==> src/verilog/commitPkg.sv <==
`default_nettype none

package commitPkg;

    ////////////////////////////////////////////////////////////
    // Commit stream opcodes
    ////////////////////////////////////////////////////////////

    // What the retiring instruction asks of coprocessor 0
    // Plain instruction with no coprocessor effect
    // Move to coprocessor register
    // Move from coprocessor register
    // Return from exception
    typedef enum logic [1:0] {
        opAlu  = 2'd0,
        opMtc0 = 2'd1,
        opMfc0 = 2'd2,
        opEret = 2'd3
    } commitOpT;

    ////////////////////////////////////////////////////////////
    // Widths
    ////////////////////////////////////////////////////////////

    // Datapath and address width
    localparam int DATA_W = 32;

    // Coprocessor register number width
    localparam int REG_ADDR_W = 5;

endpackage

`default_nettype wire

==> src/verilog/cp0Pkg.sv <==
`default_nettype none

package cp0Pkg;

    ////////////////////////////////////////////////////////////
    // Exception codes
    ////////////////////////////////////////////////////////////

    // Architectural values as they appear in Cause.ExcCode
    typedef enum logic [4:0] {
        excInt  = 5'd0,
        excAdEL = 5'd4,
        excAdES = 5'd5,
        excSys  = 5'd8,
        excRI   = 5'd10,
        excOv   = 5'd12
    } excCodeT;

    ////////////////////////////////////////////////////////////
    // Register numbers and field positions
    ////////////////////////////////////////////////////////////

    // Coprocessor 0 register numbers used by mtc0 and mfc0
    localparam logic [4:0] REG_COUNT   = 5'd9;
    localparam logic [4:0] REG_COMPARE = 5'd11;
    localparam logic [4:0] REG_STATUS  = 5'd12;
    localparam logic [4:0] REG_CAUSE   = 5'd13;
    localparam logic [4:0] REG_EPC     = 5'd14;

    // Status bits
    localparam int STATUS_IE    = 0;
    localparam int STATUS_EXL   = 1;
    localparam int STATUS_IM_LO = 10;
    localparam int STATUS_IM_HI = 15;

    // Cause bits
    localparam int CAUSE_BD     = 31;
    localparam int CAUSE_IP_LO  = 10;
    localparam int CAUSE_IP_HI  = 15;
    localparam int CAUSE_EXC_LO = 2;
    localparam int CAUSE_EXC_HI = 6;

endpackage

`default_nettype wire

==> src/verilog/cp0Regs.sv <==
`timescale 1ns/1ps
`default_nettype none

module cp0Regs #(
    parameter logic [commitPkg::DATA_W-1:0] EXC_VECTOR = 32'h0000_4180
) (
    input  logic                             clk,
    input  logic                             reset,
    input  logic                             inValid,
    output logic                             inReady,
    input  commitPkg::commitOpT              op,
    input  logic [commitPkg::REG_ADDR_W-1:0] regAddr,
    input  logic [commitPkg::DATA_W-1:0]     wdata,
    input  logic [commitPkg::DATA_W-1:0]     pc,
    input  logic                             inDelaySlot,
    input  cp0Pkg::excCodeT                  excCode,
    input  logic                             excHit,
    input  logic [5:0]                       pendingIp,
    input  logic [commitPkg::DATA_W-1:0]     count,
    input  logic [commitPkg::DATA_W-1:0]     compare,
    output logic                             accept,
    output logic                             taken,
    output logic                             outValid,
    input  logic                             outReady,
    output logic                             redirect,
    output logic [commitPkg::DATA_W-1:0]     target,
    output logic [commitPkg::DATA_W-1:0]     rdata
);
    import cp0Pkg::*;
    import commitPkg::*;

    logic [DATA_W-1:0] status;
    logic              causeBd;
    logic [5:0]        causeIp;
    excCodeT           causeExc;
    logic [DATA_W-1:0] causeWord;
    logic [DATA_W-1:0] epc;
    logic              ie;
    logic              exl;
    logic [5:0]        im;
    logic              intReq;
    logic              excReq;
    logic              retire;
    logic [DATA_W-1:0] readData;
    logic              nextRedirect;
    logic [DATA_W-1:0] nextTarget;
    logic [DATA_W-1:0] nextRdata;

    ////////////////////////////////////////////////////////////
    // Handshake and take decision
    ////////////////////////////////////////////////////////////

    // Slot free or draining this cycle
    assign inReady = !outValid || outReady;
    assign accept  = inValid && inReady;

    assign ie  = status[STATUS_IE];
    assign exl = status[STATUS_EXL];
    assign im  = status[STATUS_IM_HI:STATUS_IM_LO];

    // Both requests are masked while a handler runs
    assign intReq = !exl && ie && |(pendingIp & im);
    assign excReq = !exl && excHit;

    assign taken  = accept && (intReq || excReq);
    assign retire = accept && !taken;

    ////////////////////////////////////////////////////////////
    // Status, Cause, EPC
    ////////////////////////////////////////////////////////////

    // Take sets EXL, eret clears it, mtc0 replaces the word
    always_ff @(posedge clk) begin
        if (reset) begin
            status <= '0;
        end else if (taken) begin
            status[STATUS_EXL] <= 1'b1;
        end else if (retire && (op == opEret)) begin
            status[STATUS_EXL] <= 1'b0;
        end else if (retire && (op == opMtc0) && (regAddr == REG_STATUS)) begin
            status <= wdata;
        end
    end

    // IP mirrors the pending lines every cycle
    // Interrupt beats any fault for the code
    always_ff @(posedge clk) begin
        if (reset) begin
            causeBd  <= 1'b0;
            causeIp  <= '0;
            causeExc <= excInt;
        end else begin
            causeIp <= pendingIp;
            if (taken) begin
                causeBd  <= inDelaySlot;
                causeExc <= intReq ? excInt : excCode;
            end
        end
    end

    // Delay slot faults restart at the branch
    always_ff @(posedge clk) begin
        if (reset) begin
            epc <= '0;
        end else if (taken) begin
            epc <= inDelaySlot ? (pc - DATA_W'(4)) : pc;
        end else if (retire && (op == opMtc0) && (regAddr == REG_EPC)) begin
            epc <= wdata;
        end
    end

    // Unused Cause bits read as zero
    always_comb begin
        causeWord                             = '0;
        causeWord[CAUSE_BD]                   = causeBd;
        causeWord[CAUSE_IP_HI:CAUSE_IP_LO]    = causeIp;
        causeWord[CAUSE_EXC_HI:CAUSE_EXC_LO]  = causeExc;
    end

    ////////////////////////////////////////////////////////////
    // Result
    ////////////////////////////////////////////////////////////

    // mfc0 source select
    always_comb begin
        case (regAddr)
            REG_STATUS:  readData = status;
            REG_CAUSE:   readData = causeWord;
            REG_EPC:     readData = epc;
            REG_COUNT:   readData = count;
            REG_COMPARE: readData = compare;
            default:     readData = '0;
        endcase
    end

    always_comb begin
        nextRedirect = 1'b0;
        nextTarget   = '0;
        nextRdata    = '0;
        if (intReq || excReq) begin
            // Preempted, go to the handler
            nextRedirect = 1'b1;
            nextTarget   = EXC_VECTOR;
        end else begin
            case (op)
                opEret: begin
                    nextRedirect = 1'b1;
                    nextTarget   = epc;
                end
                opMfc0:        nextRdata = readData;
                opAlu, opMtc0: nextRdata = '0;
                default:       nextRdata = '0;
            endcase
        end
    end

    // Single result slot
    always_ff @(posedge clk) begin
        if (reset) begin
            outValid <= 1'b0;
            redirect <= 1'b0;
        end else if (accept) begin
            outValid <= 1'b1;
            redirect <= nextRedirect;
        end else if (outReady) begin
            outValid <= 1'b0;
        end
    end

    always_ff @(posedge clk) begin
        if (accept) begin
            target <= nextTarget;
            rdata  <= nextRdata;
        end
    end

endmodule

`default_nettype wire

==> src/verilog/excClassify.sv <==
`timescale 1ns/1ps
`default_nettype none

module excClassify (
    input  logic            faultFetch,
    input  logic            faultRI,
    input  logic            faultSys,
    input  logic            faultOv,
    input  logic            faultStore,
    output cp0Pkg::excCodeT excCode,
    output logic            excHit
);
    import cp0Pkg::*;

    ////////////////////////////////////////////////////////////
    // Fault detection
    ////////////////////////////////////////////////////////////

    // Any flag at all means a synchronous exception
    assign excHit = faultFetch | faultRI | faultSys | faultOv | faultStore;

    ////////////////////////////////////////////////////////////
    // Fixed priority encoder
    ////////////////////////////////////////////////////////////

    // Earliest pipeline fault wins
    // Fetch address error comes from IF, so it is checked first
    // Decode faults next, then execute, then memory
    always_comb begin
        if (faultFetch) begin
            // Misaligned or bad instruction fetch
            excCode = excAdEL;
        end else if (faultRI) begin
            // Unknown opcode
            excCode = excRI;
        end else if (faultSys) begin
            // Syscall instruction
            excCode = excSys;
        end else if (faultOv) begin
            // Signed arithmetic overflow
            excCode = excOv;
        end else if (faultStore) begin
            // Misaligned store address
            excCode = excAdES;
        end else begin
            // Nothing to report
            // Code value is don't care when excHit is low
            excCode = excInt;
        end
    end

endmodule

`default_nettype wire

==> src/verilog/excUnit.sv <==
`timescale 1ns/1ps
`default_nettype none

module excUnit #(
    parameter logic [commitPkg::DATA_W-1:0] EXC_VECTOR = 32'h0000_4180
) (
    input  logic                             clk,
    input  logic                             reset,
    input  logic                             inValid,
    output logic                             inReady,
    input  commitPkg::commitOpT              op,
    input  logic [commitPkg::REG_ADDR_W-1:0] regAddr,
    input  logic [commitPkg::DATA_W-1:0]     wdata,
    input  logic [commitPkg::DATA_W-1:0]     pc,
    input  logic                             inDelaySlot,
    input  logic                             faultFetch,
    input  logic                             faultRI,
    input  logic                             faultSys,
    input  logic                             faultOv,
    input  logic                             faultStore,
    input  logic [4:0]                       hwLines,
    output logic                             outValid,
    input  logic                             outReady,
    output logic                             redirect,
    output logic [commitPkg::DATA_W-1:0]     target,
    output logic [commitPkg::DATA_W-1:0]     rdata
);
    import cp0Pkg::*;
    import commitPkg::*;

    excCodeT           excCode;
    logic              excHit;
    logic [5:0]        pendingIp;
    logic [DATA_W-1:0] count;
    logic [DATA_W-1:0] compare;
    logic              accept;
    logic              taken;

    ////////////////////////////////////////////////////////////
    // Parallel sources
    ////////////////////////////////////////////////////////////

    // Synchronous faults of the committing instruction
    excClassify uClassify (
        .faultFetch (faultFetch),
        .faultRI    (faultRI),
        .faultSys   (faultSys),
        .faultOv    (faultOv),
        .faultStore (faultStore),
        .excCode    (excCode),
        .excHit     (excHit)
    );

    // Timer and external lines
    intSource uIntSource (
        .clk       (clk),
        .reset     (reset),
        .accept    (accept),
        .taken     (taken),
        .op        (op),
        .regAddr   (regAddr),
        .wdata     (wdata),
        .hwLines   (hwLines),
        .count     (count),
        .compare   (compare),
        .pendingIp (pendingIp)
    );

    ////////////////////////////////////////////////////////////
    // Decision and result
    ////////////////////////////////////////////////////////////

    cp0Regs #(
        .EXC_VECTOR (EXC_VECTOR)
    ) uCp0Regs (
        .clk         (clk),
        .reset       (reset),
        .inValid     (inValid),
        .inReady     (inReady),
        .op          (op),
        .regAddr     (regAddr),
        .wdata       (wdata),
        .pc          (pc),
        .inDelaySlot (inDelaySlot),
        .excCode     (excCode),
        .excHit      (excHit),
        .pendingIp   (pendingIp),
        .count       (count),
        .compare     (compare),
        .accept      (accept),
        .taken       (taken),
        .outValid    (outValid),
        .outReady    (outReady),
        .redirect    (redirect),
        .target      (target),
        .rdata       (rdata)
    );

endmodule

`default_nettype wire

==> src/verilog/intSource.sv <==
`timescale 1ns/1ps
`default_nettype none

module intSource (
    input  logic                             clk,
    input  logic                             reset,
    input  logic                             accept,
    input  logic                             taken,
    input  commitPkg::commitOpT              op,
    input  logic [commitPkg::REG_ADDR_W-1:0] regAddr,
    input  logic [commitPkg::DATA_W-1:0]     wdata,
    input  logic [4:0]                       hwLines,
    output logic [commitPkg::DATA_W-1:0]     count,
    output logic [commitPkg::DATA_W-1:0]     compare,
    output logic [5:0]                       pendingIp
);
    import cp0Pkg::*;
    import commitPkg::*;

    logic              retire;
    logic              countWrite;
    logic              compareWrite;
    logic [DATA_W-1:0] countInc;
    logic              timerFlag;

    // Instruction accepted and not preempted
    assign retire = accept && !taken;

    // Coprocessor writes to the timer pair
    assign countWrite   = retire && (op == opMtc0) && (regAddr == REG_COUNT);
    assign compareWrite = retire && (op == opMtc0) && (regAddr == REG_COMPARE);

    assign countInc = count + DATA_W'(1);

    ////////////////////////////////////////////////////////////
    // Retire driven timer
    ////////////////////////////////////////////////////////////

    // One tick per completed instruction
    // Software load of Count takes precedence over the tick
    always_ff @(posedge clk) begin
        if (reset) begin
            count <= '0;
        end else if (countWrite) begin
            count <= wdata;
        end else if (retire) begin
            count <= countInc;
        end
    end

    always_ff @(posedge clk) begin
        if (reset) begin
            compare <= '0;
        end else if (compareWrite) begin
            compare <= wdata;
        end
    end

    // Sticky match flag
    // Compare of zero disables the timer
    always_ff @(posedge clk) begin
        if (reset) begin
            timerFlag <= 1'b0;
        end else if (compareWrite) begin
            timerFlag <= 1'b0;
        end else if (retire && !countWrite && (compare != '0) && (countInc == compare)) begin
            timerFlag <= 1'b1;
        end
    end

    ////////////////////////////////////////////////////////////
    // Pending vector
    ////////////////////////////////////////////////////////////

    // Timer on IP7, hardware lines below it
    assign pendingIp = {timerFlag, hwLines};

endmodule

`default_nettype wire
==> config.mk <==
export PLATFORM = sky130hd
export DESIGN_NAME = excUnit
export DESIGN_NICKNAME = d
export VERILOG_FILES = /design/src/verilog/commitPkg.sv /design/src/verilog/cp0Pkg.sv /design/src/verilog/cp0Regs.sv /design/src/verilog/excClassify.sv /design/src/verilog/excUnit.sv /design/src/verilog/intSource.sv
export SDC_FILE = /design/constraint.sdc
export NUM_CORES = 1
export LEC_CHECK = 0
export BUFFER_PORTS_ARGS = -buffer_cell sky130_fd_sc_hd__buf_2
export CAP_MARGIN = 10
export CORE_ASPECT_RATIO = 1.25
export CORE_UTILIZATION = 50
export CTS_BUF_LIST = sky130_fd_sc_hd__clkbuf_8
export DETAILED_ROUTE_END_ITERATION = 10
export PLACE_DENSITY = 0.76
export SYNTH_ARGS = -nofsm -noshare
export SYNTH_HDL_FRONTEND = slang
export SYNTH_SLANG_ARGS = --single-unit
==> constraint.sdc <==
create_clock -name clk -period 6.7 [get_ports clk]
set_input_delay 1.005 -clock clk [delete_from_list [all_inputs] [get_ports clk]]
set_output_delay 1.005 -clock clk [all_outputs]
set_load 0.005 [all_outputs]
==> out/qor.csv <==
stage;metric;value;unit
critical_path;rr_worst_depth;7;
critical_path;crit_path_start_kind;input pin;
final_layout;nets;1418;
die;core;20800;sq um
placement;post_dp_cell_area;11500;sq um
timing;post-route-min-period;3.79;ns
critical_path;end_kind;flop;
critical_path;crit_arrival;4.19;ns
die;fp.dieH;165;um
job;drv_cap;0;
grt;first_global_vias;9279;
clock_tree;clock_sinks;206;
critical_path;rr_startpoint;uIntSource.timerFlag;
timing;finalSetupTns;0;ns
die;rows;59;
timing;finalCritPeriodShare;0.566;
grt;antenna_found_initial;0;
yosys;syn_area;10600;sq um
clock_tree;cts_hold_buf;0;
detailed_routing;vias;9967;
yosys;ys_types;63;
placement;routabilityCongestion;0.985;
die;dieArea;21800;sq um
hold_path;min_from;uCp0Regs.status[31];
critical_path;critPathMaxStageDelay;1.04;ns
yosys;synth_area_per_cell;8.68;sq um
grt;track_usage;0.314;
yosys;ys_seq_elements;206;
clock_tree;cts_resized;0;
timing;tightestPinTransition;1.18;ns
timing;setup_viol;0;
yosys;yosysSeqAreaShare;0.450;
die;die_x;132;um
yosys;yosys_warnings;0;
detailed_routing;first_pass_iters;9;
critical_path;cp_max_fo;18;
final_layout;drive_gt1_frac;0.185;
critical_path;cp-startpoint;faultRI;
yosys;syn_inst;1220;
power;ir_worst_vdd;0.139;mV
yosys;ys.flop_type;dfxtp_1;
yosys;synth_nets;1308;
die;ios;153;
clock_tree;ctsHtreeMaxLevel;2;
detailed_routing;vias_per_cell;6.11;
grt;grt_max_degree;75;
die;initial_core_util;0.509;
clock_tree;cts_tree;built;
timing;final.setup_skew;0.0219;ns
timing;fmax;264;MHz
hold_path;hold_path_depth;2;
detailed_routing;wl_per_cell;21.0;um
timing;maxSlewViolCount;0;
critical_path;critPathKind;input pin to flop;
clock_tree;cts_setup_buffers;0;
yosys;postSynth.asyncResetShare;0;
detailed_routing;drtIter0Drc;1028;
yosys;synth-edff-count;64;
clock_tree;cts_root_buf;clkbuf_8;
critical_path;worstPathCellList;buf_2, or3_1, nor3_1, a21oi_1, nor3b_2, nor2_1, a221oi_1, nor2_1;
placement;io_buffers;152;
placement;dp_hpwl;24.3;mm
final_layout;areaGrowthSynthToFinish;14.8;%
outcome;status;finished clean;
final_layout;n_fill_cell;1903;
clock_tree;clkTransAtPathRegs;0.06;ns
clock_tree;clock_path_buffers;3;
hold_path;hold_class;flop to flop;
timing;grt_setup_unrepaired;false;
critical_path;cp_common_cell;nor2_1;
detailed_routing;ant_nets;0;
detailed_routing;drc_errors;0;
timing;slew_headroom;0.212;
critical_path;slowest_stage;nor3b_2;
clock_tree;cts_inserted_buffers;35;
detailed_routing;wirelength;34.2;mm
timing;hold_viol;0;
critical_path;worstPathRequired;7.10;ns
grt;grt_pass1_wl;52.5;mm
power;power_density;224;nW/um^2
final_layout;stdcell_area;12200;sq um
grt;gr-total-overflow;0;
clock_tree;worstSkewPairLatency;0.54;ns
power;p_leak;4.36;nW
[placed cells by master, fill, tap and decap left out, types with 21 or more instances in the layout]
master	count
nand2_1	202
buf_2	151
dfxtp_1	142
nor2_1	135
a21oi_1	117
edfxtp_1	64
xnor2_1	45
o21ai_0	37
a221oi_1	37
clkbuf_8	36
and2_1	31
xor2_1	30
mux2i_1	24
nand3_1	21
[cells in the mapped netlist (10+ instances only)]
library cell / instances / share of area
a22oi_1: 11 / 0.0078
edfxtp_1: 64 / 0.18
nand4_1: 20 / 0.012
o21ai_0: 37 / 0.017
a221o_1: 13 / 0.012
nor3_1: 23 / 0.011
a222oi_1: 17 / 0.016
nand2_1: 202 / 0.072
nor2b_1: 12 / 0.0071
xnor2_1: 45 / 0.037
mux2_2: 11 / 0.012
xor2_1: 30 / 0.025
clkbuf_1: 67 / 0.024
nand3_1: 21 / 0.0099
inv_1: 10 / 0.0035
a21oi_1: 117 / 0.055
a221oi_1: 37 / 0.031
mux2i_1: 24 / 0.023
nor2_1: 138 / 0.049
dfxtp_1: 142 / 0.27
buf_2: 13 / 0.0061
and2_1: 31 / 0.018
nor4_1: 20 / 0.012
[power by group]
part	internal (mW)	switching (mW)
Clock	0.623	0.533
Combinational	0.0750	0.143
Sequential	1.32	0.0235
[flip-flops by register name (all words and copies together), names as in the netlist]
signal	flops
uIntSource.compare	32
uCp0Regs.causeBd	1
uCp0Regs.target	32
uCp0Regs.outValid	1
uCp0Regs.causeIp	6
uCp0Regs.causeExc	4
uCp0Regs.epc	32
uIntSource.count	32
uCp0Regs.rdata	32
uCp0Regs.status	32
uCp0Regs.redirect	1
uIntSource.timerFlag	1
[routing by layer]
| layer | GRT usage | vias up | share of wire |
|---|---|---|---|
| li1 | - | 4636 | - |
| met1 | 0.383 | 4740 | 0.39 |
| met2 | 0.517 | 470 | 0.47 |
| met3 | 0.0436 | 121 | 0.067 |
| met4 | 0.218 | 0 | 0.071 |
| met5 | 0 | - | 0 |
[through the flow]
| stage | cells | setup WS, ns | utilization | hold WS [ns] | power, mW |
|---|---|---|---|---|---|
| after floorplan | 1220 | 2.74 | - | 0.429 | 1.47 |
| after global placement | 1567 | 2.60 | 0.550 | 0.436 | 1.58 |
| after detailed placement | 1567 | 2.45 | 0.550 | 0.446 | 1.59 |
| after CTS | 1629 | 3.01 | 0.584 | 0.452 | 2.73 |
| after global routing | 1629 | 2.62 | 0.584 | 0.472 | 2.81 |
| final | 1630 | 2.91 | 0.584 | 0.455 | 2.72 |
[cells by family (layout without fill, tap and decap cells)]
| logic type | Yosys count | after routing | share of synthesized area |
|---|---|---|---|
| compound gates | 270 | 270 | 0.170 |
| fa+ha+maj | 2 | 2 | 0.00236 |
| mux | 35 | 35 | 0.0344 |
| other cells | 0 | 1 | 0 |
| xor+xnor | 75 | 75 | 0.0620 |
| flops | 206 | 206 | 0.450 |
| simple gates | 531 | 531 | 0.242 |
| buf+inv | 101 | 236 | 0.0391 |
[worst paths after layout]
| check | to | slack [ns] |
|---|---|---|
| worst max-delay path | uCp0Regs.epc[14] | 2.91 |
| worst min-delay path | uCp0Regs.status[31] | 0.46 |
| worst max register to register | uCp0Regs.epc[28] | 3.05 |
| worst min register to register | uCp0Regs.status[31] | 0.46 |
[area by class of cell]
class                      count  area, sq um  share of cell area
timing repair buffer         164          853              0.0702
multi-input combinational    913         5460               0.449
tap                          274          343              0.0282
sequential                   206         4760               0.392
antenna                        1         2.50            0.000206
clock buffer                  36          495              0.0407
clock inverter                26          201              0.0166
inverter                      10         37.5             0.00309
[critical path, delay by kind of cell]
family	cells	cell delay (ns)
compound gates	2	0.79
buf+inv	1	0.12
simple gates	5	2.27
No activity file was read; power rests on OpenSTA's default activity.
